## src/data_bank.sv

```systemverilog
`timescale 1ns/10ps

module data_bank #(
    parameter int ADDR_WIDTH = 8
) (
    input  logic                  clk,
    input  logic                  we,
    input  logic [ADDR_WIDTH-1:0] addr,
    input  logic [7:0]            wmask_n,
    input  logic [7:0]            wdata,
    output logic [7:0]            rdata
);

    localparam int DEPTH = 2 ** ADDR_WIDTH;

    logic [7:0] mem [DEPTH];

    // ****************************************
    // Bit-masked write, read-first port
    // ****************************************

    always_ff @(posedge clk) begin
        if (we) begin
            // Only bits with a 0 mask bit take the new value.
            mem[addr] <= (mem[addr] & wmask_n) | (wdata & ~wmask_n);
        end
        rdata <= mem[addr];                           // Old contents on a write.
    end

endmodule

```

## config.mk

```make
export PLATFORM = sky130hd
export DESIGN_NAME = data_bank
export DESIGN_NICKNAME = d
export VERILOG_FILES = /design/src/data_bank.sv
export SDC_FILE = /design/constraint.sdc
export NUM_CORES = 2
export LEC_CHECK = 0
export BUFFER_PORTS_ARGS = -buffer_cell sky130_fd_sc_hd__buf_4
export CAP_MARGIN = 5
export CELL_PAD_IN_SITES_DETAIL_PLACEMENT = 0
export CELL_PAD_IN_SITES_GLOBAL_PLACEMENT = 2
export CORE_AREA = 3 3 403 405
export DETAILED_ROUTE_END_ITERATION = 8
export DIE_AREA = 0 0 406 408
export GPL_TIMING_DRIVEN = 0
export PLACE_DENSITY_LB_ADDON = 0.1
export RECOVER_POWER = 25
export SLEW_MARGIN = 20
export SYNTH_ARGS = -nofsm -noshare
export SYNTH_HDL_FRONTEND = slang
export SYNTH_SLANG_ARGS = --single-unit
```

## constraint.sdc

```tcl
create_clock -name clk -period 6.1 [get_ports clk]
set_clock_uncertainty 0.15 [all_clocks]
set_input_delay 0.61 -clock clk [delete_from_list [all_inputs] [get_ports clk]]
set_output_delay 0.61 -clock clk [all_outputs]
set_load 0.02 [all_outputs]
```

== Word level (Yosys, flattened, before mapping) ==
Memory sizes are Yosys's and may differ from the RTL's.
Index checks and enable logic that the tools add are counted.
W data, S select, Z words.

* Muxes and demuxes: 2
* Bitwise logic cells: 4

{| class="wikitable"
|+ Operators with widths
! kind !! number
|-
| $and A8 B8 Y8 || 2
|-
| $not A8 Y8 || 1
|-
| $or A8 B8 Y8 || 1
|-
| $mux W1 || 2
|}

* Bits in registers: 8
* RAM bits: 2,048
* Bits of input ports: 26
* Logic and storage cells: 8
* Memories kept: 1

{| class="wikitable"
|+ Memory list
! memory !! depth !! width !! read ports !! clocked after memory_dff !! wr ports !! line !! RTL
|-
| mem || 256 || 8 || 1 || 0 || 1 || 16 || <nowiki>logic [7:0] mem [DEPTH];</nowiki>
|}

== Longest topological paths before layout ==
* Depth in word-level cells: 3
* Mapped depth: 12

== Least setup slack after synthesis ==
No wires, ideal clock.

* Kind: input port to flip-flop
* From: in addr[0]
* To: mem mem[0][6] (data pin)
* Setup time: 0.557 ns
* Arrival time: 4.011 ns
* Setup slack: 1.382 ns
* Stages on the path: 11
* Cell sequence: buf_4 -> buf_4 -> buf_4 -> buf_6 -> mux2i_1 -> a221oi_1 -> o21ai_0 -> a41oi_1 -> o21ai_1 -> a41oi_2 -> mux2_2

* Cells in the longest elaborated chain, start to end: 3

{| class="wikitable"
|+ Ends and longest elaborated chain
! item !! line !! RTL
|-
| from (decl) || 8 || <nowiki>input logic [ADDR_WIDTH-1:0] addr,</nowiki>
|-
| $mem_v2 Z256 W8 || n/a ||
|-
| $and A8 B8 Y8 || 25 || <nowiki>mem[addr] <= (mem[addr] & wmask_n) | (wdata & ~wmask_n);</nowiki>
|-
| $or A8 B8 Y8 || 25 ||
|-
| to (decl) || 16 ||
|}

Every way passes these cells.

== Final worst setup path ==
* From: in addr[1]
* To: mem mem[178][1] (data pin)

Same word-level chain as after synthesis.

==> flow_metrics.tcl <==
set metrics [dict create \
    slew_violations 34 \
    fin_nets 4166 \
    crit_path_end "mem[178][1]" \
    vias 41600 \
    cts_root_buf "clkbuf_16" \
    synth_compound_area_share_pct 3.26 \
    clk_path_buf_depth 3 \
    seq_area_frac_synth_pct 77.5 \
    outcome "finished with violations" \
    hold_ws_ns 0.244 \
    htreeDepth 4 \
    die_area_um2 166000 \
    via_per_inst 6.52 \
    wirelength_um 250000 \
    synth_edf_count 2048 \
    reg2reg_setup_slack_ns 1.24 \
    rsz0062_at_grt "false" \
    p_per_area_nw_per_um2 338 \
    critical_path_arrival_ns 6.63 \
    finalSetupTns_ns -34.31 \
    clk_pin_slew_ns 0.06 \
    drt_iter0_markers 5725 \
    synthCells 3871 \
    grt_max_degree 121 \
    clkLatencyLatePin_ns 0.87 \
    cts_hold_buf 0 \
    rr_startpoint "mem[44][1]" \
    drc_errors 0 \
    place_ws_ns -0.795 \
    core_um2 159000 \
    ant_nets 0 \
    syn2layout_area_growth_pct 12.6 \
    worst_r2r_endpoint "mem[178][1]" \
    synth-simple-area-share_pct 3.13 \
    yosysTopAreaCell "edfxtp_1" \
    synth.mux.area_fraction_pct 14.6 \
    grt_pass1_wl_um 339000 \
    ys_types 46 \
    worst_hold_path_type "input port to register" \
    numClockSinks 2056 \
    synth-xor-area-share_pct 0 \
    ys_ff_latch 2056 \
    timing.final.crit_share_pct 104 \
    syn-num-nets 3897 \
    ir_drop_v 0.000298 \
    synth_ff_type "edfxtp_1" \
    final_util_pct 56.4 \
    min_period_ns 6.33 \
    synth_area_leaders "edfxtp_1 77%, mux4_2 11%, mux2i_1 3.2%, a22oi_1 2.1%, nor2_1 1.2%" \
    die_h_um 408 \
    synth_area_um2 79500 \
    total_power_mw 30.3 \
    reg2reg_depth 8 \
    start_util_pct 50.1 \
    port_buffers 29 \
    synth_top_family_by_area "multiplexers" \
    slew_headroom_pct -7.23 \
    tightest_slew_ns 1.61 \
    cts_tree "built" \
    end_kind "register" \
    wl_per_cell_um 39.1 \
    startpoint "addr[1]" \
    dr.pass1.iters 5 \
    synthAdderAreaFrac_pct 0 \
    power_leakage_nw 28.1 \
    cap_viol_max_count 5 \
    synth_top_area_share_pct 77.3 \
    cts-buffers-inserted 205 \
    grt_pass1_vias 40600 \
    grt_antenna_before_repair 16 \
    routabilityCongestion 0.967 \
    avgSynthCellArea_um2 20.5 \
    fp.dieW_um 406 \
    startpoint_type "input port" \
    violations "max-capacitance violations, max-slew violations, negative setup slack" \
    final-setup-viol-count 424 \
    async_flop_share_pct 0 \
    rows 146 \
    ys_warn_count 0 \
    path_class "input port to register" \
    grt.total_usage_pct 30.4 \
    nFillCells 12000 \
    hold_viol_final 0 \
    ios 34 \
    grt_overflow 0 \
    dpl.hpwl_um 171000 \
    cp.required_ns 6.40 \
    fmax_mhz 158 \
    drive_gt1_share_pct 19.8 \
    worst_slack_ns -0.232 \
    path_max_fanout 97 \
]
[cell usage after synthesis, types with 2 or more instances]
cell / number
a211oi_1: 10
a21boi_0: 7
a21oi_1: 32
a221oi_1: 8
a22o_1: 11
a22oi_1: 218
a31oi_1: 4
a32oi_1: 21
a41oi_1: 8
and2_1: 9
and3_1: 10
and3b_1: 2
buf_1: 15
buf_2: 58
buf_4: 37
buf_6: 4
clkbuf_1: 131
dfxtp_1: 8
edfxtp_1: 2048
inv_1: 3
mux2_2: 17
mux2i_1: 258
mux4_2: 392
nand2_1: 89
nand2b_1: 5
nand3_1: 72
nand3b_1: 7
nand4_1: 46
nor2_1: 248
nor2b_1: 12
nor3_1: 38
nor3b_1: 5
nor4b_1: 2
o211ai_1: 9
o21ai_0: 8
o22ai_1: 8
or2_2: 2
[timing repair]
item / CTS / global route
setup endpoints to repair: 0 / 110
buffers inserted: 0 / 0
gates resized for setup: 0 / 2
hold endpoints to repair: 0 / 0
[per-stage QoR]
stage,area (um2),std cells
2_1_floorplan,79500,3871
3_3_place_gp,82300,5972
3_5_place_dp,83300,6005
4_1_cts,89800,6382
5_1_grt,89600,6383
6_report,89600,6388
[layout by cell type, fill, tap and decap left out, types with 18 or more instances in the layout]
cell type and count:
a21oi_1 32, a22oi_1 218, a32oi_1 20, buf_16 18, buf_2 60, buf_4 61
clkbuf_1 187, clkbuf_16 206, clkinv_1 51, clkinv_2 31, edfxtp_1 2048, mux2i_1 258
mux4_2 392, nand2_1 89, nand3_1 72, nand4_1 46, nor2_1 245, nor3_1 38
[layer usage]
| layer | wire, um | global-route usage (%) | part of all wire [%] | vias up |
|---|---|---|---|---|
| met5 | 277 | 0.439 | 0.11 | - |
| met4 | 9220 | 10.2 | 3.7 | 18 |
| met3 | 27800 | 9.36 | 11 | 418 |
| met2 | 113000 | 45.1 | 45 | 2302 |
| met1 | 99000 | 43.2 | 40 | 22200 |
| li1 | - | - | - | 16700 |
[worst min path at each step]
stage                startpoint  depth (start not counted)  slack [ns]    endpoint
finish                 wdata[5]                          2        0.24  mem[35][5]
floorplan           mem[126][6]                          3        0.63    rdata[6]
global route           wdata[5]                          2        0.27  mem[35][5]
global placement       rdata[3]                          1        0.87    rdata[3]
detailed placement     rdata[5]                          1        0.87    rdata[5]
CTS                    wdata[5]                          2        0.22  mem[35][5]
[critical path, cell delays in order]
cell and delay (ns):
buf_2 0.44, buf_4 0.47, buf_2 0.62, clkbuf_1 0.58, mux4_2 0.43, a21oi_1 0.59, o211ai_1 0.56, o21ai_0 0.66
a32oi_2 0.32, mux2_8 0.57, buf_16 0.28, buf_16 0.24
[registers in the layout (all words and copies together), names as in the netlist]
register	flops
mem	2048
rdata	8
[layout make-up]
| cell class | count | area (um2) | area share [%] |
|---|---|---|---|
| Multi-Input combinational cell | 1567 | 16800 | 18.8 |
| Clock buffer | 260 | 5380 | 6.00 |
| Buffer | 245 | 1180 | 1.32 |
| Tap cell | 2072 | 2590 | 2.89 |
| Inverter | 3 | 11.3 | 0.0126 |
| Antenna cell | 6 | 15.0 | 0.0168 |
| Sequential cell | 2056 | 61700 | 68.8 |
| Timing Repair Buffer | 62 | 800 | 0.893 |
| Clock inverter | 117 | 1090 | 1.22 |
[logic make-up (layout without fill, tap and decap cells)]
group                  after synthesis  in the layout
other                                0              6
and+or+nand+nor                    550            550
muxes                              667            667
buffers and inverters              248            687
AOI/OAI and AO/OA                  350            350
DFF                               2056           2056
[report_power, final]
group	switching [mW]	leakage, nW	internal (mW)	total [mW]
sequential	0.00592	18.5	15.9	15.9
clock	5.45	3.14	6.85	12.3
combinational	1.54	6.44	0.527	2.06
total	7.00	28.1	23.3	30.3
Note: power is estimated with default switching activity, not from simulation.
