--- src/mem_pkg.sv ---
package mem_pkg;

    // ****************************************
    // Data path widths
    // ****************************************

    parameter int XLEN   = 32;           // Data word width.
    parameter int LANES  = 4;            // Byte lanes per word.
    parameter int BYTE_W = 8;
    parameter int HALF_W = 16;
    parameter int HALVES = XLEN / HALF_W;

    // ****************************************
    // Load and store size codes (funct3)
    // ****************************************

    // Stores only use the three signed codes.
    parameter logic [2:0] F3_BYTE   = 3'b000;  // LB / SB.
    parameter logic [2:0] F3_HALF   = 3'b001;  // LH / SH.
    parameter logic [2:0] F3_WORD   = 3'b010;  // LW / SW / FLW / FSW.
    parameter logic [2:0] F3_BYTE_U = 3'b100;  // LBU.
    parameter logic [2:0] F3_HALF_U = 3'b101;  // LHU.

    // ****************************************
    // Memory word
    // ****************************************

    // One word as read back from the banks.
    // Byte k sits in lane k, half 1 covers lanes 3 and 2.
    typedef union packed {
        logic [LANES-1:0][BYTE_W-1:0]  bytes;
        logic [HALVES-1:0][HALF_W-1:0] halves;
    } mem_word_u;

endpackage

--- src/pipe_pkg.sv ---
package pipe_pkg;

    import mem_pkg::*;

    // ****************************************
    // Execute stage result
    // ****************************************

    typedef struct packed {
        logic [XLEN-1:0] alu_out;       // Address for loads and stores.
        logic [XLEN-1:0] fp_result;
        logic [4:0]      write_addr;
        logic [4:0]      f_write_addr;
        logic [2:0]      funct3;
        logic [XLEN-1:0] pc;
        logic [XLEN-1:0] store_data;    // Unaligned, in the low bits.
        logic            rd_src;        // Write back pc + 4.
        logic            mem_to_reg;
        logic            mem_write;
        logic            mem_read;
        logic            reg_write;
        logic            f_reg_write;
        logic            is_float;
    } exe_out_t;

    // ****************************************
    // EX/MEM register contents
    // ****************************************

    typedef struct packed {
        logic [XLEN-1:0] alu_out;
        logic [XLEN-1:0] fp_result;
        logic [4:0]      write_addr;
        logic [4:0]      f_write_addr;
        logic [2:0]      funct3;
        logic [XLEN-1:0] pc;
        logic [XLEN-1:0] aligned_data;  // Store data moved to its lanes.
        logic [XLEN-1:0] write_mask;    // Active low, one bit per data bit.
        logic            rd_src;
        logic            mem_to_reg;
        logic            mem_write;
        logic            mem_read;
        logic            reg_write;
        logic            f_reg_write;
        logic            is_float;
    } exe_mem_t;

    // Write-back result.
    typedef struct packed {
        logic            reg_write;
        logic            f_reg_write;
        logic [4:0]      write_addr;
        logic [4:0]      f_write_addr;
        logic [XLEN-1:0] data;
    } wb_t;

endpackage

--- src/exe_mem_reg.sv ---
`timescale 1ns/10ps

module exe_mem_reg
    import mem_pkg::*;
    import pipe_pkg::*;
#(
    parameter int ADDR_WIDTH = 8
) (
    input  logic     clk,
    input  logic     reset,
    input  exe_out_t exe,
    output exe_mem_t mem_q
);

    localparam logic [XLEN-1:0] BYTE_ONES = {{(XLEN-BYTE_W){1'b0}}, {BYTE_W{1'b1}}};
    localparam logic [XLEN-1:0] HALF_ONES = {{(XLEN-HALF_W){1'b0}}, {HALF_W{1'b1}}};

    logic [1:0]      offset;
    logic            in_range;
    logic            store;
    logic [XLEN-1:0] aligned;
    logic [XLEN-1:0] mask_n;

    assign offset = exe.alu_out[1:0];

    // Stores past the last word are dropped instead of wrapping around.
    assign in_range = (exe.alu_out[XLEN-1:ADDR_WIDTH+2] == '0);
    assign store    = exe.mem_write & in_range;

    // ****************************************
    // Store lane alignment and write mask
    // ****************************************

    always_comb begin
        aligned = exe.store_data;
        mask_n  = '1;                                 // Nothing written.
        if (store) begin
            case (exe.funct3)
                F3_BYTE: begin
                    aligned = exe.store_data << (BYTE_W * offset);
                    mask_n  = ~(BYTE_ONES << (BYTE_W * offset));
                end
                F3_HALF: begin
                    // Bit 0 of the offset is ignored for halves.
                    aligned = exe.store_data << (HALF_W * offset[1]);
                    mask_n  = ~(HALF_ONES << (HALF_W * offset[1]));
                end
                default: begin                        // SW and FSW.
                    aligned = exe.store_data;
                    mask_n  = '0;
                end
            endcase
        end
    end

    // ****************************************
    // Pipeline register
    // ****************************************

    always_ff @(posedge clk or posedge reset) begin
        if (reset) begin
            mem_q            <= '0;
            mem_q.write_mask <= '1;
        end else begin
            mem_q.alu_out      <= exe.alu_out;
            mem_q.fp_result    <= exe.fp_result;
            mem_q.write_addr   <= exe.write_addr;
            mem_q.f_write_addr <= exe.f_write_addr;
            mem_q.funct3       <= exe.funct3;
            mem_q.pc           <= exe.pc;
            mem_q.aligned_data <= aligned;
            mem_q.write_mask   <= mask_n;
            mem_q.rd_src       <= exe.rd_src;
            mem_q.mem_to_reg   <= exe.mem_to_reg;
            mem_q.mem_write    <= store;
            mem_q.mem_read     <= exe.mem_read;
            mem_q.reg_write    <= exe.reg_write;
            mem_q.f_reg_write  <= exe.f_reg_write;
            mem_q.is_float     <= exe.is_float;
        end
    end

endmodule

--- config.mk ---
export PLATFORM = sky130hd
export DESIGN_NAME = exe_mem_reg
export DESIGN_NICKNAME = d
export VERILOG_FILES = /design/src/mem_pkg.sv /design/src/pipe_pkg.sv /design/src/exe_mem_reg.sv
export SDC_FILE = /design/constraint.sdc
export NUM_CORES = 1
export LEC_CHECK = 0
export BUFFER_PORTS_ARGS = -buffer_cell sky130_fd_sc_hd__buf_2
export CAP_MARGIN = 20
export CORE_ASPECT_RATIO = 0.7
export CORE_MARGIN = 4
export CORE_UTILIZATION = 39
export DETAILED_ROUTE_END_ITERATION = 16
export HOLD_SLACK_MARGIN = 0.08
export PLACE_DENSITY = 0.75
export SLEW_MARGIN = 20
export SYNTH_ARGS = -nofsm -noshare
export SYNTH_HDL_FRONTEND = slang
export SYNTH_SLANG_ARGS = --single-unit
--- constraint.sdc ---
create_clock -name clk -period 7.97 [get_ports clk]
set_input_delay 1.1955 -clock clk [delete_from_list [all_inputs] [get_ports clk]]
set_output_delay 1.1955 -clock clk [all_outputs]
set_load 0.01 [all_outputs]
-- Yosys cells after proc, flatten, opt, wreduce, memory -nomap -nowiden
Cells that the tools add are included.
- equal/unequal tests: 1
- shift-type cells: 4
- mux-type cells: 4
- bitwise operators: 3
- reduce and logical (&&, ||, !) cells: 2
- operator list (cell ; number):
    $pmux 32 s2 ; 2
    $mux 32 ; 2
    $not 32->32 ; 2
    $shl 32x5->32 ; 2
    $shl 16x5->32 const A ; 1
    $shl 8x5->32 const A ; 1
    $logic_not 22->1 ; 1
    $eq 3x1->1 const B ; 1
    $logic_not 3->1 ; 1
    $and 1x1->1 ; 1
- bits in registers: 180
- word-level logic and storage cells: 29

-- Longest topological paths before layout
- depth after elaboration: 4
- mapped depth: 7
- gate-level depth less buffers: 4

-- Worst setup path after synthesis
No wires, ideal clock.
- path kind: input -> register
- from: in exe[132] in the netlist's numbering
- to: reg mem_q[66] in the netlist's numbering
- setup time: 121 ps
- arrival time: 2363 ps
- data required time: 7849 ps
- path slack: 5486 ps
- stages: 5
- buffers on the path: 1
- path through: nor4_4 -> nand3_4 -> a211o_4 -> buf_6 -> a22o_1
- longest elaborated chain between the ends: 3
- RTL lines (element ; line ; source):
    from (decl) ; exe_mem_reg.sv:11 ; input exe_out_t exe,
    $logic_not 22->1 ; exe_mem_reg.sv:27 ; assign in_range = (exe.alu_out[XLEN-1:ADDR_WIDTH+2] == '0);
    $and 1x1->1 ; exe_mem_reg.sv:28 ; assign store = exe.mem_write & in_range;
    $mux 32 ; exe_mem_reg.sv:37 ; if (store) begin
    net aligned[27] ; exe_mem_reg.sv:21 ; logic [XLEN-1:0] aligned;
    to (decl) ; exe_mem_reg.sv:12 ; output exe_mem_t mem_q
The timed path passes the listed nets, and every way through them passes these cells.

-- Final worst setup path
- from: in exe[144] in the netlist's numbering
- to: reg mem_q[66] in the netlist's numbering
The elaborated chain is that of the path after synthesis.

==> flow_metrics.tcl <==
set metrics [dict create \
    grt_first_pass_wirelength_um 21800 \
    synthCells 342 \
    cp_slowest_cell "sky130_fd_sc_hd__nand4_1" \
    num-nets-final 800 \
    max_freq_mhz 330 \
    routed-via-count 3854 \
    final_max_slew_viol_count 0 \
    antennaDiodeCount 0 \
    top_ports 330 \
    first_global_vias 3991 \
    fin_tns_setup_ns 0 \
    die_x_um 144 \
    grt_start_max_net_pins 78 \
    timing.final.hold_violations 0 \
    worst_slew_pin_slew_ns 0.946 \
    gr-usage-all-layers 0.196 \
    cap_viol_max_count 0 \
    wl_per_cell_um 18.1 \
    placement_rows 34 \
    cts_sinks 152 \
    design.core.area_sq_mm 0.0125 \
    postSynthAreaPerCell_sq_um 14.7 \
    cp_cell_sequence "buf_2, nor4b_1, nand4_1, a211o_4, a22o_1" \
    ff_latch_count_synth 152 \
    setup_viol 0 \
    async_flop_share 1.00 \
    path_class "in2reg" \
    drt_wl_total_um 14900 \
    yosysWarningCount 0 \
    timing.critical_path.max_delay_family "simple AND/OR/NAND/NOR gates" \
    chipHeight_um 103 \
    drt-pass1-iter-count 4 \
    overflow_after_grt 0 \
    synth.cell_area_sq_mm 0.00504 \
    grt_setup_unrepaired "no" \
    clk_transition_reported_paths_ns 0.06 \
    timing.critical_path.arrival_ns 3.33 \
    synth-edff-count 0 \
    final.fill_count 1065 \
    power_density_mw_per_mm2 248 \
    synth_sequential_area_ratio 0.756 \
    timing.critical_path.required_ns 8.26 \
    post_cts.repair.setup_buffers 0 \
    hold_buffers_post_cts 0 \
    final_period_minus_worst_setup_slack_ns 3.03 \
    most_flops_register "mem_q" \
    reg_top3 "mem_q (152)" \
    outcome "finished, final reports clean" \
    cts_buffers 17 \
    initial_utilization 0.403 \
    tritoncts "built" \
    most_frequently_used_flop_master_after_synthesis "sky130_fd_sc_hd__dfrtp_1" \
    critPathCaptureType "register" \
    port_buffers 329 \
    gpl.final_weighted_congestion 0.825 \
    cts-root-buf "sky130_fd_sc_hd__clkbuf_16" \
    setup.worst_path.start_class "input pin" \
    cellLeakagePower_nw 3.66 \
    crit_buf_inv 1 \
    synth.distinct_cells 33 \
    drt_drc_violations_left 0 \
    drive_above_1_share 0.571 \
    post_cts.resized_instances 0 \
    post-route-period-util 0.381 \
    timing.critical_path.fanout_max 24 \
    h_tree_level_count 4 \
    viasPerCell 4.68 \
    synthToLayoutAreaGrowth_pct 43.3 \
    floorplan.die_area_sq_mm 0.0148 \
    critPathMaxStageDelay_ns 0.68 \
    antenna_violating_nets_post_route 0 \
    hold_path_class "in2async" \
    synth_nets 492 \
    ir_worst_vdd_uv 224 \
    place_hpwl_um 11800 \
    drt-initial-drc-count 185 \
    clock_path_buffers 2 \
    worst_slew_margin_rel 0.369 \
    grt_antenna_before_repair 0 \
    largest_register_ffs 152 \
    final_core_utilization 0.577 \
]
[cell type report]
type,instances,area (sq um),share of cell area
well taps,162,203,0.0281
flip-flops and latches,152,3810,0.527
clock buffers,19,433,0.0600
inverters,11,46.3,0.00641
multi-input cells,138,908,0.126
repair buffers,330,1650,0.229
clock inverters,12,168,0.0232
[placed cells by master (no fill, tap or decap), drive strengths merged]
master	instances
a211o	1
a211oi	7
a21oi	8
a22o	8
a31o	7
a31oi	1
and2	8
buf	330
bufinv	3
clkbuf	19
clkinv	2
clkinvlp	3
dfrtp	148
dfstp	4
inv	15
mux2i	8
nand2	21
nand2b	7
nand3	18
nand4	1
nor2	5
nor2b	8
nor3	2
nor3b	1
nor4	4
nor4b	1
o21ai	13
or3b	1
or4	8
[worst paths after layout]
check	cells past startpoint	slack (ns)	from	endpoint
max in group asynchronous	3	5.64	reset	mem_q[176]
min in group clk	1	0.90	exe[85]	mem_q[117]
worst min-delay path	2	0.89	reset	mem_q[157]
worst max-delay path	5	4.94	exe[144]	mem_q[66]
[cells by family (layout without fill, tap and decap cells)]
| kind of cell | Yosys count | count (layout) | synth area share |
|---|---|---|---|
| flops | 152 | 152 | 0.756 |
| simple gates | 85 | 85 | 0.102 |
| buf+inv | 52 | 372 | 0.0636 |
| compound gates | 45 | 45 | 0.0621 |
| mux | 8 | 8 | 0.0159 |
[where the power goes]
| part | switching, W | internal [W] | total (W) |
|---|---|---|---|
| logic | 0.0000916 | 0.0000670 | 0.000159 |
| registers | 0.00000979 | 0.000810 | 0.000820 |
| clock network | 0.000312 | 0.000498 | 0.000810 |
| total | 0.000413 | 0.00137 | 0.00179 |
[metrics by stage]
stage	area (sq um)	hold WS, ns	power [W]	std cells	worst slack (ns)
finish	7220	0.890	0.00179	824	4.94
floorplan	5040	1.23	0.000896	342	2.69
CTS	7220	0.872	0.00181	824	4.87
global route	7220	0.865	0.00186	824	4.64
global placement	6620	1.30	0.000991	793	4.50
detailed placement	6620	1.30	0.000995	793	4.44
[synth_stat cells (7+ instances only)]
master / instances / area (sq um)
sky130_fd_sc_hd__a22o_1: 8 / 70.1
sky130_fd_sc_hd__a31o_2: 7 / 61.3
sky130_fd_sc_hd__buf_4: 28 / 210
sky130_fd_sc_hd__nand2_1: 20 / 75.1
sky130_fd_sc_hd__or4_1: 8 / 60.1
sky130_fd_sc_hd__dfrtp_1: 148 / 3700
sky130_fd_sc_hd__and2_1: 8 / 50.1
sky130_fd_sc_hd__a21oi_1: 8 / 40.0
sky130_fd_sc_hd__nor2b_1: 8 / 50.1
sky130_fd_sc_hd__inv_1: 10 / 37.5
sky130_fd_sc_hd__clkbuf_1: 7 / 26.3
sky130_fd_sc_hd__o21ai_0: 13 / 65.1
sky130_fd_sc_hd__mux2i_1: 8 / 80.1
sky130_fd_sc_hd__a211oi_1: 7 / 52.6
sky130_fd_sc_hd__nand3_1: 17 / 85.1
sky130_fd_sc_hd__nand2b_1: 7 / 43.8
[layer usage]
layer  global-route usage  share of wire  up-vias
met5                    0              0        -
met4               0.0680          0.016        0
met1                0.224           0.36     1899
met2                0.337           0.52      191
li1                     -              -     1744
met3               0.0816           0.10       20
No activity file was read; power rests on OpenSTA's default activity.
