File: src/mem_pkg.sv
package mem_pkg;

    // ****************************************
    // Data path widths
    // ****************************************

    parameter int XLEN   = 32;           // Data word width.
    parameter int LANES  = 4;            // Byte lanes per word.
    parameter int BYTE_W = 8;
    parameter int HALF_W = 16;
    parameter int HALVES = XLEN / HALF_W;

    // ****************************************
    // Load and store size codes (funct3)
    // ****************************************

    // Stores only use the three signed codes.
    parameter logic [2:0] F3_BYTE   = 3'b000;  // LB / SB.
    parameter logic [2:0] F3_HALF   = 3'b001;  // LH / SH.
    parameter logic [2:0] F3_WORD   = 3'b010;  // LW / SW / FLW / FSW.
    parameter logic [2:0] F3_BYTE_U = 3'b100;  // LBU.
    parameter logic [2:0] F3_HALF_U = 3'b101;  // LHU.

    // ****************************************
    // Memory word
    // ****************************************

    // One word as read back from the banks.
    // Byte k sits in lane k, half 1 covers lanes 3 and 2.
    typedef union packed {
        logic [LANES-1:0][BYTE_W-1:0]  bytes;
        logic [HALVES-1:0][HALF_W-1:0] halves;
    } mem_word_u;

endpackage

File: src/pipe_pkg.sv
package pipe_pkg;

    import mem_pkg::*;

    // ****************************************
    // Execute stage result
    // ****************************************

    typedef struct packed {
        logic [XLEN-1:0] alu_out;       // Address for loads and stores.
        logic [XLEN-1:0] fp_result;
        logic [4:0]      write_addr;
        logic [4:0]      f_write_addr;
        logic [2:0]      funct3;
        logic [XLEN-1:0] pc;
        logic [XLEN-1:0] store_data;    // Unaligned, in the low bits.
        logic            rd_src;        // Write back pc + 4.
        logic            mem_to_reg;
        logic            mem_write;
        logic            mem_read;
        logic            reg_write;
        logic            f_reg_write;
        logic            is_float;
    } exe_out_t;

    // ****************************************
    // EX/MEM register contents
    // ****************************************

    typedef struct packed {
        logic [XLEN-1:0] alu_out;
        logic [XLEN-1:0] fp_result;
        logic [4:0]      write_addr;
        logic [4:0]      f_write_addr;
        logic [2:0]      funct3;
        logic [XLEN-1:0] pc;
        logic [XLEN-1:0] aligned_data;  // Store data moved to its lanes.
        logic [XLEN-1:0] write_mask;    // Active low, one bit per data bit.
        logic            rd_src;
        logic            mem_to_reg;
        logic            mem_write;
        logic            mem_read;
        logic            reg_write;
        logic            f_reg_write;
        logic            is_float;
    } exe_mem_t;

    // Write-back result.
    typedef struct packed {
        logic            reg_write;
        logic            f_reg_write;
        logic [4:0]      write_addr;
        logic [4:0]      f_write_addr;
        logic [XLEN-1:0] data;
    } wb_t;

endpackage

File: src/load_format.sv
`timescale 1ns/10ps

module load_format
    import mem_pkg::*;
    import pipe_pkg::*;
(
    input  logic      clk,
    input  logic      reset,
    input  exe_mem_t  mem_q,
    input  mem_word_u rdata,
    output wb_t       wb
);

    // Fields still needed once the bank read has landed.
    typedef struct packed {
        logic [XLEN-1:0] alu_out;
        logic [XLEN-1:0] fp_result;
        logic [XLEN-1:0] pc;
        logic [4:0]      write_addr;
        logic [4:0]      f_write_addr;
        logic [2:0]      funct3;
        logic            rd_src;
        logic            mem_to_reg;
        logic            reg_write;
        logic            f_reg_write;
        logic            is_float;
    } wb_ctl_t;

    wb_ctl_t           q;
    logic [BYTE_W-1:0] sel_byte;
    logic [HALF_W-1:0] sel_half;
    logic [XLEN-1:0]   load_data;

    // ****************************************
    // MEM/WB register
    // ****************************************

    always_ff @(posedge clk or posedge reset) begin
        if (reset) begin
            q <= '0;
        end else begin
            q.alu_out      <= mem_q.alu_out;
            q.fp_result    <= mem_q.fp_result;
            q.pc           <= mem_q.pc;
            q.write_addr   <= mem_q.write_addr;
            q.f_write_addr <= mem_q.f_write_addr;
            q.funct3       <= mem_q.funct3;
            q.rd_src       <= mem_q.rd_src;
            q.mem_to_reg   <= mem_q.mem_to_reg;
            q.reg_write    <= mem_q.reg_write;
            q.f_reg_write  <= mem_q.f_reg_write;
            q.is_float     <= mem_q.is_float;
        end
    end

    // ****************************************
    // Load extraction
    // ****************************************

    assign sel_byte = rdata.bytes[q.alu_out[1:0]];
    assign sel_half = rdata.halves[q.alu_out[1]];     // Bit 0 ignored.

    always_comb begin
        case (q.funct3)
            F3_BYTE:   load_data = {{(XLEN-BYTE_W){sel_byte[BYTE_W-1]}}, sel_byte};
            F3_HALF:   load_data = {{(XLEN-HALF_W){sel_half[HALF_W-1]}}, sel_half};
            F3_BYTE_U: load_data = XLEN'(sel_byte);
            F3_HALF_U: load_data = XLEN'(sel_half);
            default:   load_data = rdata;             // LW and FLW.
        endcase
    end

    // Write-back select, load data first.
    always_comb begin
        wb.reg_write    = q.reg_write;
        wb.f_reg_write  = q.f_reg_write;
        wb.write_addr   = q.write_addr;
        wb.f_write_addr = q.f_write_addr;
        if (q.mem_to_reg) begin
            wb.data = load_data;
        end else if (q.rd_src) begin
            wb.data = q.pc + XLEN'(4);                // Link address.
        end else if (q.is_float) begin
            wb.data = q.fp_result;
        end else begin
            wb.data = q.alu_out;
        end
    end

endmodule

File: config.mk
export PLATFORM = sky130hd
export DESIGN_NAME = load_format
export DESIGN_NICKNAME = d
export VERILOG_FILES = /design/src/mem_pkg.sv /design/src/pipe_pkg.sv /design/src/load_format.sv
export SDC_FILE = /design/constraint.sdc
export NUM_CORES = 1
export LEC_CHECK = 0
export ABC_AREA = 1
export BUFFER_PORTS_ARGS = -buffer_cell sky130_fd_sc_hd__buf_2
export CORE_UTILIZATION = 28
export CTS_CLUSTER_SIZE = 24
export DETAILED_ROUTE_END_ITERATION = 8
export GPL_TIMING_DRIVEN = 0
export PLACE_DENSITY_LB_ADDON = 0.3
export SLEW_MARGIN = 20
export SYNTH_ARGS = -nofsm -noshare
export SYNTH_HDL_FRONTEND = slang
export SYNTH_SLANG_ARGS = --single-unit
File: constraint.sdc
create_clock -name clk -period 9.5 [get_ports clk]
set_clock_uncertainty 0.2 [all_clocks]
set_input_delay 0.475 -clock clk [delete_from_list [all_inputs] [get_ports clk]]
set_output_delay 0.475 -clock clk [all_outputs]
set_load 0.02 [all_outputs]
Yosys cells after proc, flatten, opt, wreduce, memory -nomap -nowiden
Index checks and enable logic that the tools add are counted.
{"block": "word_totals", "wordCells": 26, "reg_bits": 114, "output_inout_bits": 44, "in_bits": 214}
{"block": "classes", "magnitude_cmp": 2, "muxes": 8, "n_reduce_logical": 1, "add_sub_neg": 1, "eq_ne": 3}
{"cell": "$pmux 32 s4", "n": 1}
{"cell": "$mux 32", "n": 3}
{"cell": "$add 32x3->32 const B", "n": 1}
{"cell": "$mux 16", "n": 2}
{"cell": "$bmux 8 s2", "n": 1}
{"cell": "$mux 8", "n": 1}
{"cell": "$eq 3x3->1 const B", "n": 2}
{"cell": "$eq 3x1->1 const B", "n": 1}
{"cell": "$logic_not 3->1", "n": 1}
{"cell": "$lt 2x3->1 const B", "n": 1}
{"cell": "$lt 1x2->1 const B", "n": 1}

Depth between registers and ports, before layout
Gate-level depths: netlist of run 1.
{"block": "logic_depth", "word_depth": 4, "mapped_depth": 9}

Worst setup path before layout of run 1
Ideal clock, no wire load.
{"block": "synth_path", "path_kind": "register to output", "startpoint": "register q[83] (netlist name)", "endpoint": "output port wb[6] (netlist name)", "arrival_ns": 1.469, "path_slack_ns": 7.356, "stages_incl_launch_ff": 8, "cell_sequence": "dfrtp_1 > buf_6 > buf_6 > a21oi_1 > o21ai_0 > nand2_1 > o21ai_0 > o21ai_0"}
{"element": "from (decl)", "line_no": "load_format.sv:29", "rtl": "wb_ctl_t q;"}
{"element": "to (decl)", "line_no": "load_format.sv:11", "rtl": "output wb_t wb"}

==> summary.md, run 1 <==
| Metric | Value |
|---|---|
| FFs w/ async S/R, synth | between 90% and 100% |
| Logic gate share of total power | approximately 18% |
| Clock transition at path regs | roughly 0.050 ns |
| # port buffers | between 150 and 200 |
| Worst path required time | 8.83 ns |
| CTS tree | yes |
| Sequential Power Share | between 30% and 40% |
| Met2 WL | about 9600 µm |
| Crit path DAT | 2.27 ns |
| Footprint of the multi-input gates | between 2000 and 2500 µm² |
| Post-CTS Hold Buffers | approximately 120 |
| F_max | between 300 and 400 MHz |
| Met1 WL | 9370 µm |
| Library cell used as clock root buffer | clkbuf_16 |
| Yosys top cell by area | dfrtp_1 |
| Starting Density | between 20% and 30% |
| Met3 routed WL | ~1200 µm |
| WHS Path Cells | 2 |
| Yosys warns | 0 |
| Gpl congestion | 0.918 |
| Ports | ~260 |
| Clk pwr share | a little over two fifths |
| Slew Limit Fails | 0 |
| Sw frac | approximately 29% |
| Post-synth top cells | nand2_1, dfrtp_1, nor2_1, a21oi_1, o21ai_0 |
| Core ar. | 19,500 µm² |
| LEAKAGE | about 4.1 nW |
| Main area contributors after synthesis | dfrtp_1, nand2_1, a21oi_1 |
| Startpoint types | flip-flop |
| # nets final | between 1,000 and 1,500 |
| Global-route usage over all layers | about 21% |
| Vias per cell | approximately 4.4 |
| NetSw | 0.390 mW |
| Vias in the first global route | ~5,700 |
| Htree depth | 4 |
| First-pass GRT wire length | a little over 30,000 µm |
| Synth Instances | 676 |
| DRC Markers | 0 |
| Die X | about 140 µm |
| Min-Delay Path Class | input port to flip-flop |
| Max cap viols | 0 |
| Via count | between 5,000 and 6,000 |
| Die height | roughly 140 µm |
| Post-CTS Setup Bufs | 0 |
| Highest routed layer | met4 |
| Total grt overflow | 0 |
| Post-Syn Area | 5560 µm² |
| Detailed Place HPWL | 15,100 µm |
| # setup viols final | 0 |
| Fin util | a little over two fifths |
| Layout cells sized above 1 | about 29% |
| Synthesized net count | ~890 |
| Longest Clk Path Bufs | 2 |
| Peak supply drop | ~0.12 mV |
| Cell with the most instances after synthesis | nand2_1 |
| Largest net degree at the start of global routing | 67 |
| Cts repair resizes | 0 |
| Cell Int Power | 0.955 mW |
| Final Hold Fails | 0 |
| CTS sink cnt | between 100 and 150 |
| Relative slew margins | between 50 and 60% |
| Seq/Total Area, Yosys | a little over 50% |
| CTS buffer count | 17 |
| Antenna viol nets, final | 0 |
| Synth Register Bits | approximately 110 |
| Site Rows | 51 |
| Outcome | finished clean |
| Routed wire length per instance | 16.0 µm |
| Worst Max-Slew Pin Slew | about 0.6 ns |
| Period utilization | slightly above 30% |
| DR iter-0 viols | between 300 and 400 |
| Min Tclk post-route | ~3 ns |
| Storage cell area | 2850 µm² |
| Mapped Avg Cell Area | about 8.2 µm² |
| Total die area | between 20,000 and 25,000 µm² |
| Yosys cell types | 35 |
| Crit Path Class | flip-flop to output pin |
| Crit. End Element | output pin |
| Antenna violations before repair | 0 |
| Post-synth EDFFs | 0 |
| ANT cells | 0 |
| DRT Pass-1 Iters | 5 |
| Area growth syn-to-layout | 54.1% |
| Fillers | slightly below 2,000 |
| Final TNS setup | 0 ns |
| Crit Path Max Fanout | 10 |
| Routed WL | ~21,000 µm |
| Yosys top cell area share | between 50% and 60% |
| Post-synth top flop | dfrtp_1 |
| RSZ-0062 raised after global routing | no |
| Power Density | between 150 and 200 nW/µm² |
state kept, by name, summed over array words and instances (netlist names):
| signal | cells |
|---|---|
| q | 102 |
| wb | 12 |
placed cells by master (no fill, tap or decap), drive strengths merged, types with 2 or more instances in the layout:
| master | Yosys | routed |
|---|---|---|
| nor3 | 11 | 11 |
| xnor2 | 2 | 2 |
| nand2 | 194 | 194 |
| clkbuf | 16 | 37 |
| o21ai | 57 | 57 |
| dfrtp | 114 | 114 |
| a21oi | 68 | 68 |
| clkinv | 2 | 6 |
| o22ai | 2 | 2 |
| xor2 | 3 | 3 |
| nand3 | 30 | 30 |
| buf | 25 | 217 |
| o211ai | 13 | 13 |
| dlygate4sd3 | 0 | 115 |
| clkinvlp | 0 | 5 |
| inv | 42 | 44 |
| nor2 | 91 | 91 |
cell type report:
cell class	count	area share (%)
well taps	265	3.87
clock buffers	21	5.26
plain buffers	41	2.92
repair buffers	307	24.9
inverters	44	1.99
flip-flops and latches	114	33.3
multi-input cells	477	26.7
clock inverters	11	0.965
power groups by stage:
stage / Clock, mW / Combinational [mW] / Sequential, mW
global route: 0.620 / 0.262 / 0.527
finish: 0.582 / 0.238 / 0.524
detailed placement: 0 / 0.202 / 0.532
floorplan: 0 / 0.115 / 0.528
CTS: 0.599 / 0.239 / 0.524
global placement: 0 / 0.200 / 0.532
cell families (layout without fill, tap and decap cells):
kind of cell             Yosys count  in the layout  synth area share [%]
flip-flops                       114            114                  51.4
adder cells (fa/ha/maj)            1              1                 0.225
buffers and inverters             85            424                  7.48
AO/OA/AOI/OAI                    142            142                  14.3
XOR/XNOR                           5              5                 0.788
AND/OR/NAND/NOR                  329            329                  25.8
stage by stage:
stage	worst slack (ns)	power, mW	area, µm²	instances	hold WS [ns]
2_1_floorplan	5.81	0.643	5560	676	0.306
3_3_place_gp	4.37	0.733	6840	1132	0.383
3_5_place_dp	6.96	0.734	6880	1133	0.384
4_1_cts	6.51	1.36	8560	1280	0.480
5_1_grt	6.36	1.41	8560	1280	0.486
6_report	6.56	1.34	8560	1280	0.491
critical path: stages, from the launching register on:
cell      delay [ns]
dfrtp_1         0.31
buf_2           0.17
clkbuf_1        0.46
a21oi_1         0.13
a21oi_1         0.26
o21ai_0         0.19
nand2_1         0.15
buf_2           0.18
metal layers:
layer,vias to the layer above,GRT usage [%]
met5,-,0
met4,0,7.58
met3,24,4.36
met2,206,33.7
met1,2613,27.2
li1,2822,-
worst paths after layout:
| path | slack, ns | from | endpoint |
|---|---|---|---|
| max | 6.56 | q[0]$_DFF_PP0_ | wb[13] |
| min | 0.49 | mem_q[0] | q[0]$_DFF_PP0_ |
| max in group asynchronous | 7.91 | reset | q[84]$_DFF_PP0_ |
| min in group asynchronous | 0.51 | reset | wb[40]$_DFF_PP0_ |
Note: power is estimated with default switching activity, not from simulation.
==> inputs of run 2 (changes only) <==
Clock period 9.5 ns to 2.8 ns, I/O delays scaled along.
==> run 2 against run 1 <==
Count of clock-buffer cells in the layout fell by 3. Clock power rose to 4.0 times the previous value. Sequential cell count did not move. Die area did not move. Power rose to 3.6 times the previous value. Combinational power rose to 3.4 times the previous value. Routed wire length rose by 0.14%. Final cell count barely moved. Critical path depth rose by 2. Non-clock buffer count rose by 2. Sequential power rose to 3.4 times the previous value. Sequential share of layout area fell by 0.47 points.
==> summary.md, run 2 (synthesis gave the netlist of run 1 again) <==
| Metric | Value |
|---|---|
| Global-route usage over all layers | 21.0% (was 20.8%) |
| Worst path required time | 2.46 ns (was 8.83 ns) |
| Sequential Power Share | 36.3% (was 39.0%) |
| Crit Path Max Fanout | 3 (was 10) |
| Layout cells sized above 1 | 29.0% (was 28.7%) |
| Most frequent cells in the layout | buf_2, nand2_1, dlygate4sd3_1, dfrtp_1, nor2_1 (unchanged) |
| Vias in the first global route | 5,681 (was 5,673) |
| Crit. End Element | output pin (unchanged) |
| First-pass GRT wire length | 31,000 µm (was 30,800 µm) |
| Reg with most FFs | q (unchanged) |
| Total die area | 20,400 µm² (unchanged) |
| Critical path launch point | q[21]$_DFF_PP0_ (was q[0]$_DFF_PP0_) |
| DRC Markers | 0 (unchanged) |
| Ports | 258 (unchanged) |
| Gpl congestion | 0.898 (was 0.918) |
| Final TNS setup | 0 ns (unchanged) |
| Post-CTS Setup Bufs | 0 (unchanged) |
| Worst Max-Slew Pin Slew | 0.614 ns (was 0.610 ns) |
| Starting Density | 28.5% (unchanged) |
| ANT cells | 0 (unchanged) |
| Antenna viol nets, final | 0 (unchanged) |
| Post-route cell area | 8680 µm² (was 8560 µm²) |
| DP Cell Count | 1,135 (was 1,133) |
| Routed WL | 20,600 µm (was 20,500 µm) |
| Commonest non-fill, non-tap cell in the layout | buf_2 (unchanged) |
| # setup viols final | 0 (unchanged) |
| Crit Path Class | flip-flop to output pin (unchanged) |
| Antenna violations before repair | 0 (unchanged) |
| Clock transition at path regs | 0.06 ns (was 0.05 ns) |
| Total grt overflow | 0 (unchanged) |
| Outcome | finished clean (unchanged) |
| Site Rows | 51 (unchanged) |
| F_max | slightly below 400 MHz |
| Cell Int Power | 3.65 mW (was 0.955 mW) |
| Library cell used as clock root buffer | clkbuf_16 (unchanged) |
| DR iter-0 viols | 352 (was 348) |
| Longest Clk Path Bufs | 2 (unchanged) |
| Hold Slack | 0.150 ns (was 0.491 ns) |
| Sw frac | 25.7% (was 29.0%) |
| Max reg flops | 102 (unchanged) |
| Logic gate share of total power | 16.7% (was 17.7%) |
| Core ar. | 19,500 µm² (unchanged) |
| # port buffers | 191 (unchanged) |
| Power Density | 565 nW/µm² (was 157 nW/µm²) |
| Startpoint types | flip-flop (unchanged) |
| Largest net degree at the start of global routing | 35 (was 67) |
| CTS tree | yes (unchanged) |
| Final Hold Fails | 0 (unchanged) |
| Slew Limit Fails | 0 (unchanged) |
| CTS sink cnt | 114 (unchanged) |
| Htree depth | 4 (unchanged) |
| Die X | 143 µm (unchanged) |
| Routed wire length per instance | 16.1 µm (was 16.0 µm) |
| Min-Delay Path Class | input port to flip-flop (unchanged) |
| CTS buffer count | 17 (unchanged) |
| Cell Area, Placed | 6910 µm² (was 6880 µm²) |
| Detailed Place HPWL | 15,200 µm (was 15,100 µm) |
| Area growth syn-to-layout | 56.3% (was 54.1%) |
| Min Tclk post-route | between 2 and 3 ns |
| Clk pwr share | 47.0% (was 43.3%) |
| NetSw | 1.26 mW (was 0.390 mW) |
| RSZ-0062 raised after global routing | no (unchanged) |
| Fin util | 44.6% (was 44.0%) |
| Die height | 143 µm (unchanged) |
| Relative slew margins | 59.0% (was 59.4%) |
| Crit path DAT | 2.25 ns (was 2.27 ns) |
| Via count | 5,689 (was 5,665) |
| LEAKAGE | 4.19 nW (was 4.12 nW) |
| DRT Pass-1 Iters | 5 (unchanged) |
| Hold Crit Start | mem_q[99] (was mem_q[0]) |
| Period utilization | between 90% and 100% |
| Final std cells w/o fill | 1,279 (was 1,280) |
| # nets final | 1,219 (was 1,217) |
| Vias per cell | 4.45 (was 4.43) |
| Peak supply drop | 0.366 mV (was 0.123 mV) |
| Max cap viols | 0 (unchanged) |
## run 2: worst max-delay path, stage by stage, from the launching register on
cell	delay, ns
dfrtp_1	0.37
ha_1	0.22
nand2_1	0.10
nor2_2	0.16
nand2_2	0.13
nor2_2	0.19
xor2_1	0.09
o21ai_0	0.31
nand2_1	0.09
buf_2	0.17
## run 2: per-layer routing
metal / wire length [µm] / GRT usage, %
met1: 9150 / 27.1
met2: 9690 / 33.9
met3: 1170 / 4.53
met4: 559 / 8.60
met5: 0 / 0
## run 2: layout make-up
class                      count  area (µm²)
tap                          265         332
fill                        1928       10800
sequential                   114        2850
clock buffer                  18         429
timing repair buffer         309        2170
buffer                        41         251
clock inverter                11         189
multi-input combinational    477        2290
inverter                      44         169
## run 2: worst paths after layout
check / endpoint / cells after the start
worst max-delay path: wb[14] / 9
worst min-delay path: q[46]$_DFF_PP0_ / 2
max in group asynchronous: q[42]$_DFF_PP0_ / 5
min in group asynchronous: q[83]$_DFF_PP0_ / 3
## run 2: power by group through the flow
stage          logic [mW]  clock network (mW)  registers (mW)
2_1_floorplan       0.390                   0            1.79
3_3_place_gp        0.679                   0            1.81
3_5_place_dp        0.690                   0            1.81
4_1_cts             0.816                2.35            1.78
5_1_grt             0.895                2.43            1.79
6_report            0.819                2.31            1.78
## run 2: repair_timing
| action | 4_1_cts | 5_1_grt |
|---|---|---|
| gates resized for setup | 0 | 3 |
| hold buffers | 115 | 0 |
| setup endpoints to repair | 0 | 3 |
| endpoints found under the hold margin | 137 | 0 |
## run 2: stage by stage
stage	total power, mW	setup WS (ns)
6_report	4.90	0.210
5_1_grt	5.11	0.0556
4_1_cts	4.94	0.0905
3_5_place_dp	2.50	0.551
3_3_place_gp	2.48	0.305
2_1_floorplan	2.18	0.991
==> inputs of run 3 (changes only) <==
Settings changed: CORE_ASPECT_RATIO from default to 1.25.
==> run 3 against run 2 <==
Clock power shrank 4%. Sequential share of layout area grew 0.057 points. Critical endpoint unchanged. Worst setup slack lost 0.049 ns. Non-clock buffer count unchanged.
==> summary.md, run 3 (synthesis gave the netlist of run 1 again) <==
| Metric | Value |
|---|---|
| Site Rows | 57 (was 51) |
| Fillers | 1,955 (was 1,928) |
| Global-route usage over all layers | 20.5% (was 21.0%) |
| Largest net degree at the start of global routing | 36 (was 35) |
| Starting Density | 28.5% (about the same) |
| Final std cells w/o fill | 1,282 (was 1,279) |
| # setup viols final | 0 (unchanged) |
| Max reg flops | 102 (unchanged) |
| Antenna viol nets, final | 0 (unchanged) |
| Via count | 5,742 (was 5,689) |
| DP Cell Count | 1,135 (unchanged) |
| Commonest non-fill, non-tap cell in the layout | buf_2 (unchanged) |
| Final TNS setup | 0 ns (unchanged) |
| Antenna violations before repair | 0 (unchanged) |
| Min-Delay Path Class | input port to async pin (was input port to flip-flop) |
| Post-CTS Setup Bufs | 0 (unchanged) |
| CP max stage delay | 0.37 ns (about the same) |
| CTS buffer count | 17 (unchanged) |
| Core ar. | 19,500 µm² (about the same) |
| ANT cells | 0 (unchanged) |
| Final Hold Fails | 0 (unchanged) |
| Routed wire length per instance | 16.0 µm (was 16.1 µm) |
| Slew Limit Fails | 0 (unchanged) |
| Crit Path Class | flip-flop to output pin (unchanged) |
| LEAKAGE | 4.18 nW (was 4.19 nW) |
| Relative slew margins | 55.5% (was 59.0%) |
| Met1 WL | 8400 µm (was 9150 µm) |
| Critical path launch point | q[21]$_DFF_PP0_ (unchanged) |
| Longest Clk Path Bufs | 2 (unchanged) |
| F_max | 379 MHz (was 386 MHz) |
| Vias per cell | 4.48 (was 4.45) |
| Total die area | 20,400 µm² (about the same) |
| Highest routed layer | met4 (unchanged) |
| Period utilization | 94.3% (was 92.5%) |
| CP delay by family, top | simple AND/OR/NAND/NOR gates (unchanged) |
| First-pass GRT wire length | 31,000 µm (about the same) |
| # port buffers | 191 (unchanged) |
| Worst path required time | 2.46 ns (about the same) |
| Ports | 258 (unchanged) |
| Met3 routed WL | 948 µm (was 1170 µm) |
| Reg with most FFs | q (unchanged) |
| Layout cells sized above 1 | 29.1% (was 29.0%) |
| Power Density | 555 nW/µm² (was 565 nW/µm²) |
| Htree depth | 4 (unchanged) |
| Die height | 159 µm (was 143 µm) |
| Peak supply drop | 0.384 mV (was 0.366 mV) |
| Post-CTS Hold Buffers | 115 (unchanged) |
| Min Tclk post-route | 2.64 ns (was 2.59 ns) |
| DRC Markers | 0 (unchanged) |
| Detailed Place HPWL | 15,400 µm (was 15,200 µm) |
| Startpoint types | flip-flop (unchanged) |
| Clock transition at path regs | 0.06 ns (about the same) |
| CTS sink cnt | 114 (unchanged) |
| Outcome | finished clean (unchanged) |
| RSZ-0062 raised after global routing | no (unchanged) |
| Total power draw | 4.81 mW (was 4.90 mW) |
| Crit path max-delay cell type | dfrtp_1 (unchanged) |
| Met2 WL | 10,700 µm (was 9690 µm) |
| Total grt overflow | 0 (unchanged) |
| Area growth syn-to-layout | 56.0% (was 56.3%) |
| Crit path DAT | 2.30 ns (was 2.25 ns) |
| DR iter-0 viols | 271 (was 352) |
| Routed WL | 20,500 µm (was 20,600 µm) |
| Crit path cell chain | ha_1, nand2_1, nor2_2, nand2_2, nor2_2, xor2_1, o21ai_0, nand2_1, buf_2 (unchanged) |
| DRT Pass-1 Iters | 5 (unchanged) |
| Crit. End Element | output pin (unchanged) |
| Crit Path Max Fanout | 3 (unchanged) |
| Cts repair resizes | 0 (unchanged) |
| # nets final | 1,219 (unchanged) |
| Max cap viols | 0 (unchanged) |
| Die X | 128 µm (was 143 µm) |
| Library cell used as clock root buffer | clkbuf_16 (unchanged) |
| Most frequent cells in the layout | buf_2, nand2_1, dlygate4sd3_1, dfrtp_1, nor2_1 (unchanged) |
| Vias in the first global route | 5,762 (was 5,681) |
| Worst Max-Slew Pin Slew | 0.668 ns (was 0.614 ns) |
| CTS tree | yes (unchanged) |
| Gpl congestion | 0.918 (was 0.898) |
| Buf/Inv on CP | 1 (unchanged) |
-- run 3: path summary, 6_finish.rpt --
check,end,slack (ns),cells after the start
max in group asynchronous,q[34]$_DFF_PP0_,1.77,4
min in group clk,q[106]$_DFF_PP0_,0.16,2
min,wb[40]$_DFF_PP0_,0.10,3
max,wb[14],0.16,9
-- run 3: per-layer routing --
| layer | up-vias | GRT usage [%] |
|---|---|---|
| li1 | 2828 | - |
| met5 | - | 0 |
| met2 | 177 | 36.6 |
| met3 | 25 | 4.54 |
| met1 | 2712 | 24.0 |
| met4 | 0 | 6.95 |
-- run 3: through the flow --
stage / hold WS [ns] / instance area (µm²) / setup slack, ns / util, %
global route: 0.111 / 8670 / 0.0312 / 44.5
global placement: 0.0482 / 6850 / 0.319 / 35.2
finish: 0.103 / 8670 / 0.161 / 44.5
CTS: 0.0913 / 8670 / 0.173 / 44.5
detailed placement: -0.0106 / 6910 / 0.629 / 35.5
floorplan: -0.0286 / 5560 / 0.991 / -
-- run 3: final cells by class --
class,instances,area [µm²],area share [%]
clock buffers,17,425,4.91
multi-input cells,477,2290,26.4
flip-flops and latches,114,2850,32.9
clock inverters,15,183,2.11
repair buffers,309,2170,25.0
well taps,265,332,3.83
inverters,44,169,1.95
plain buffers,41,250,2.89
-- run 3: power breakdown --
group	internal (mW)	switching, mW	total (mW)
registers	1.73	0.0456	1.78
logic	0.356	0.459	0.815
clock network	1.41	0.811	2.22
total	3.49	1.32	4.81
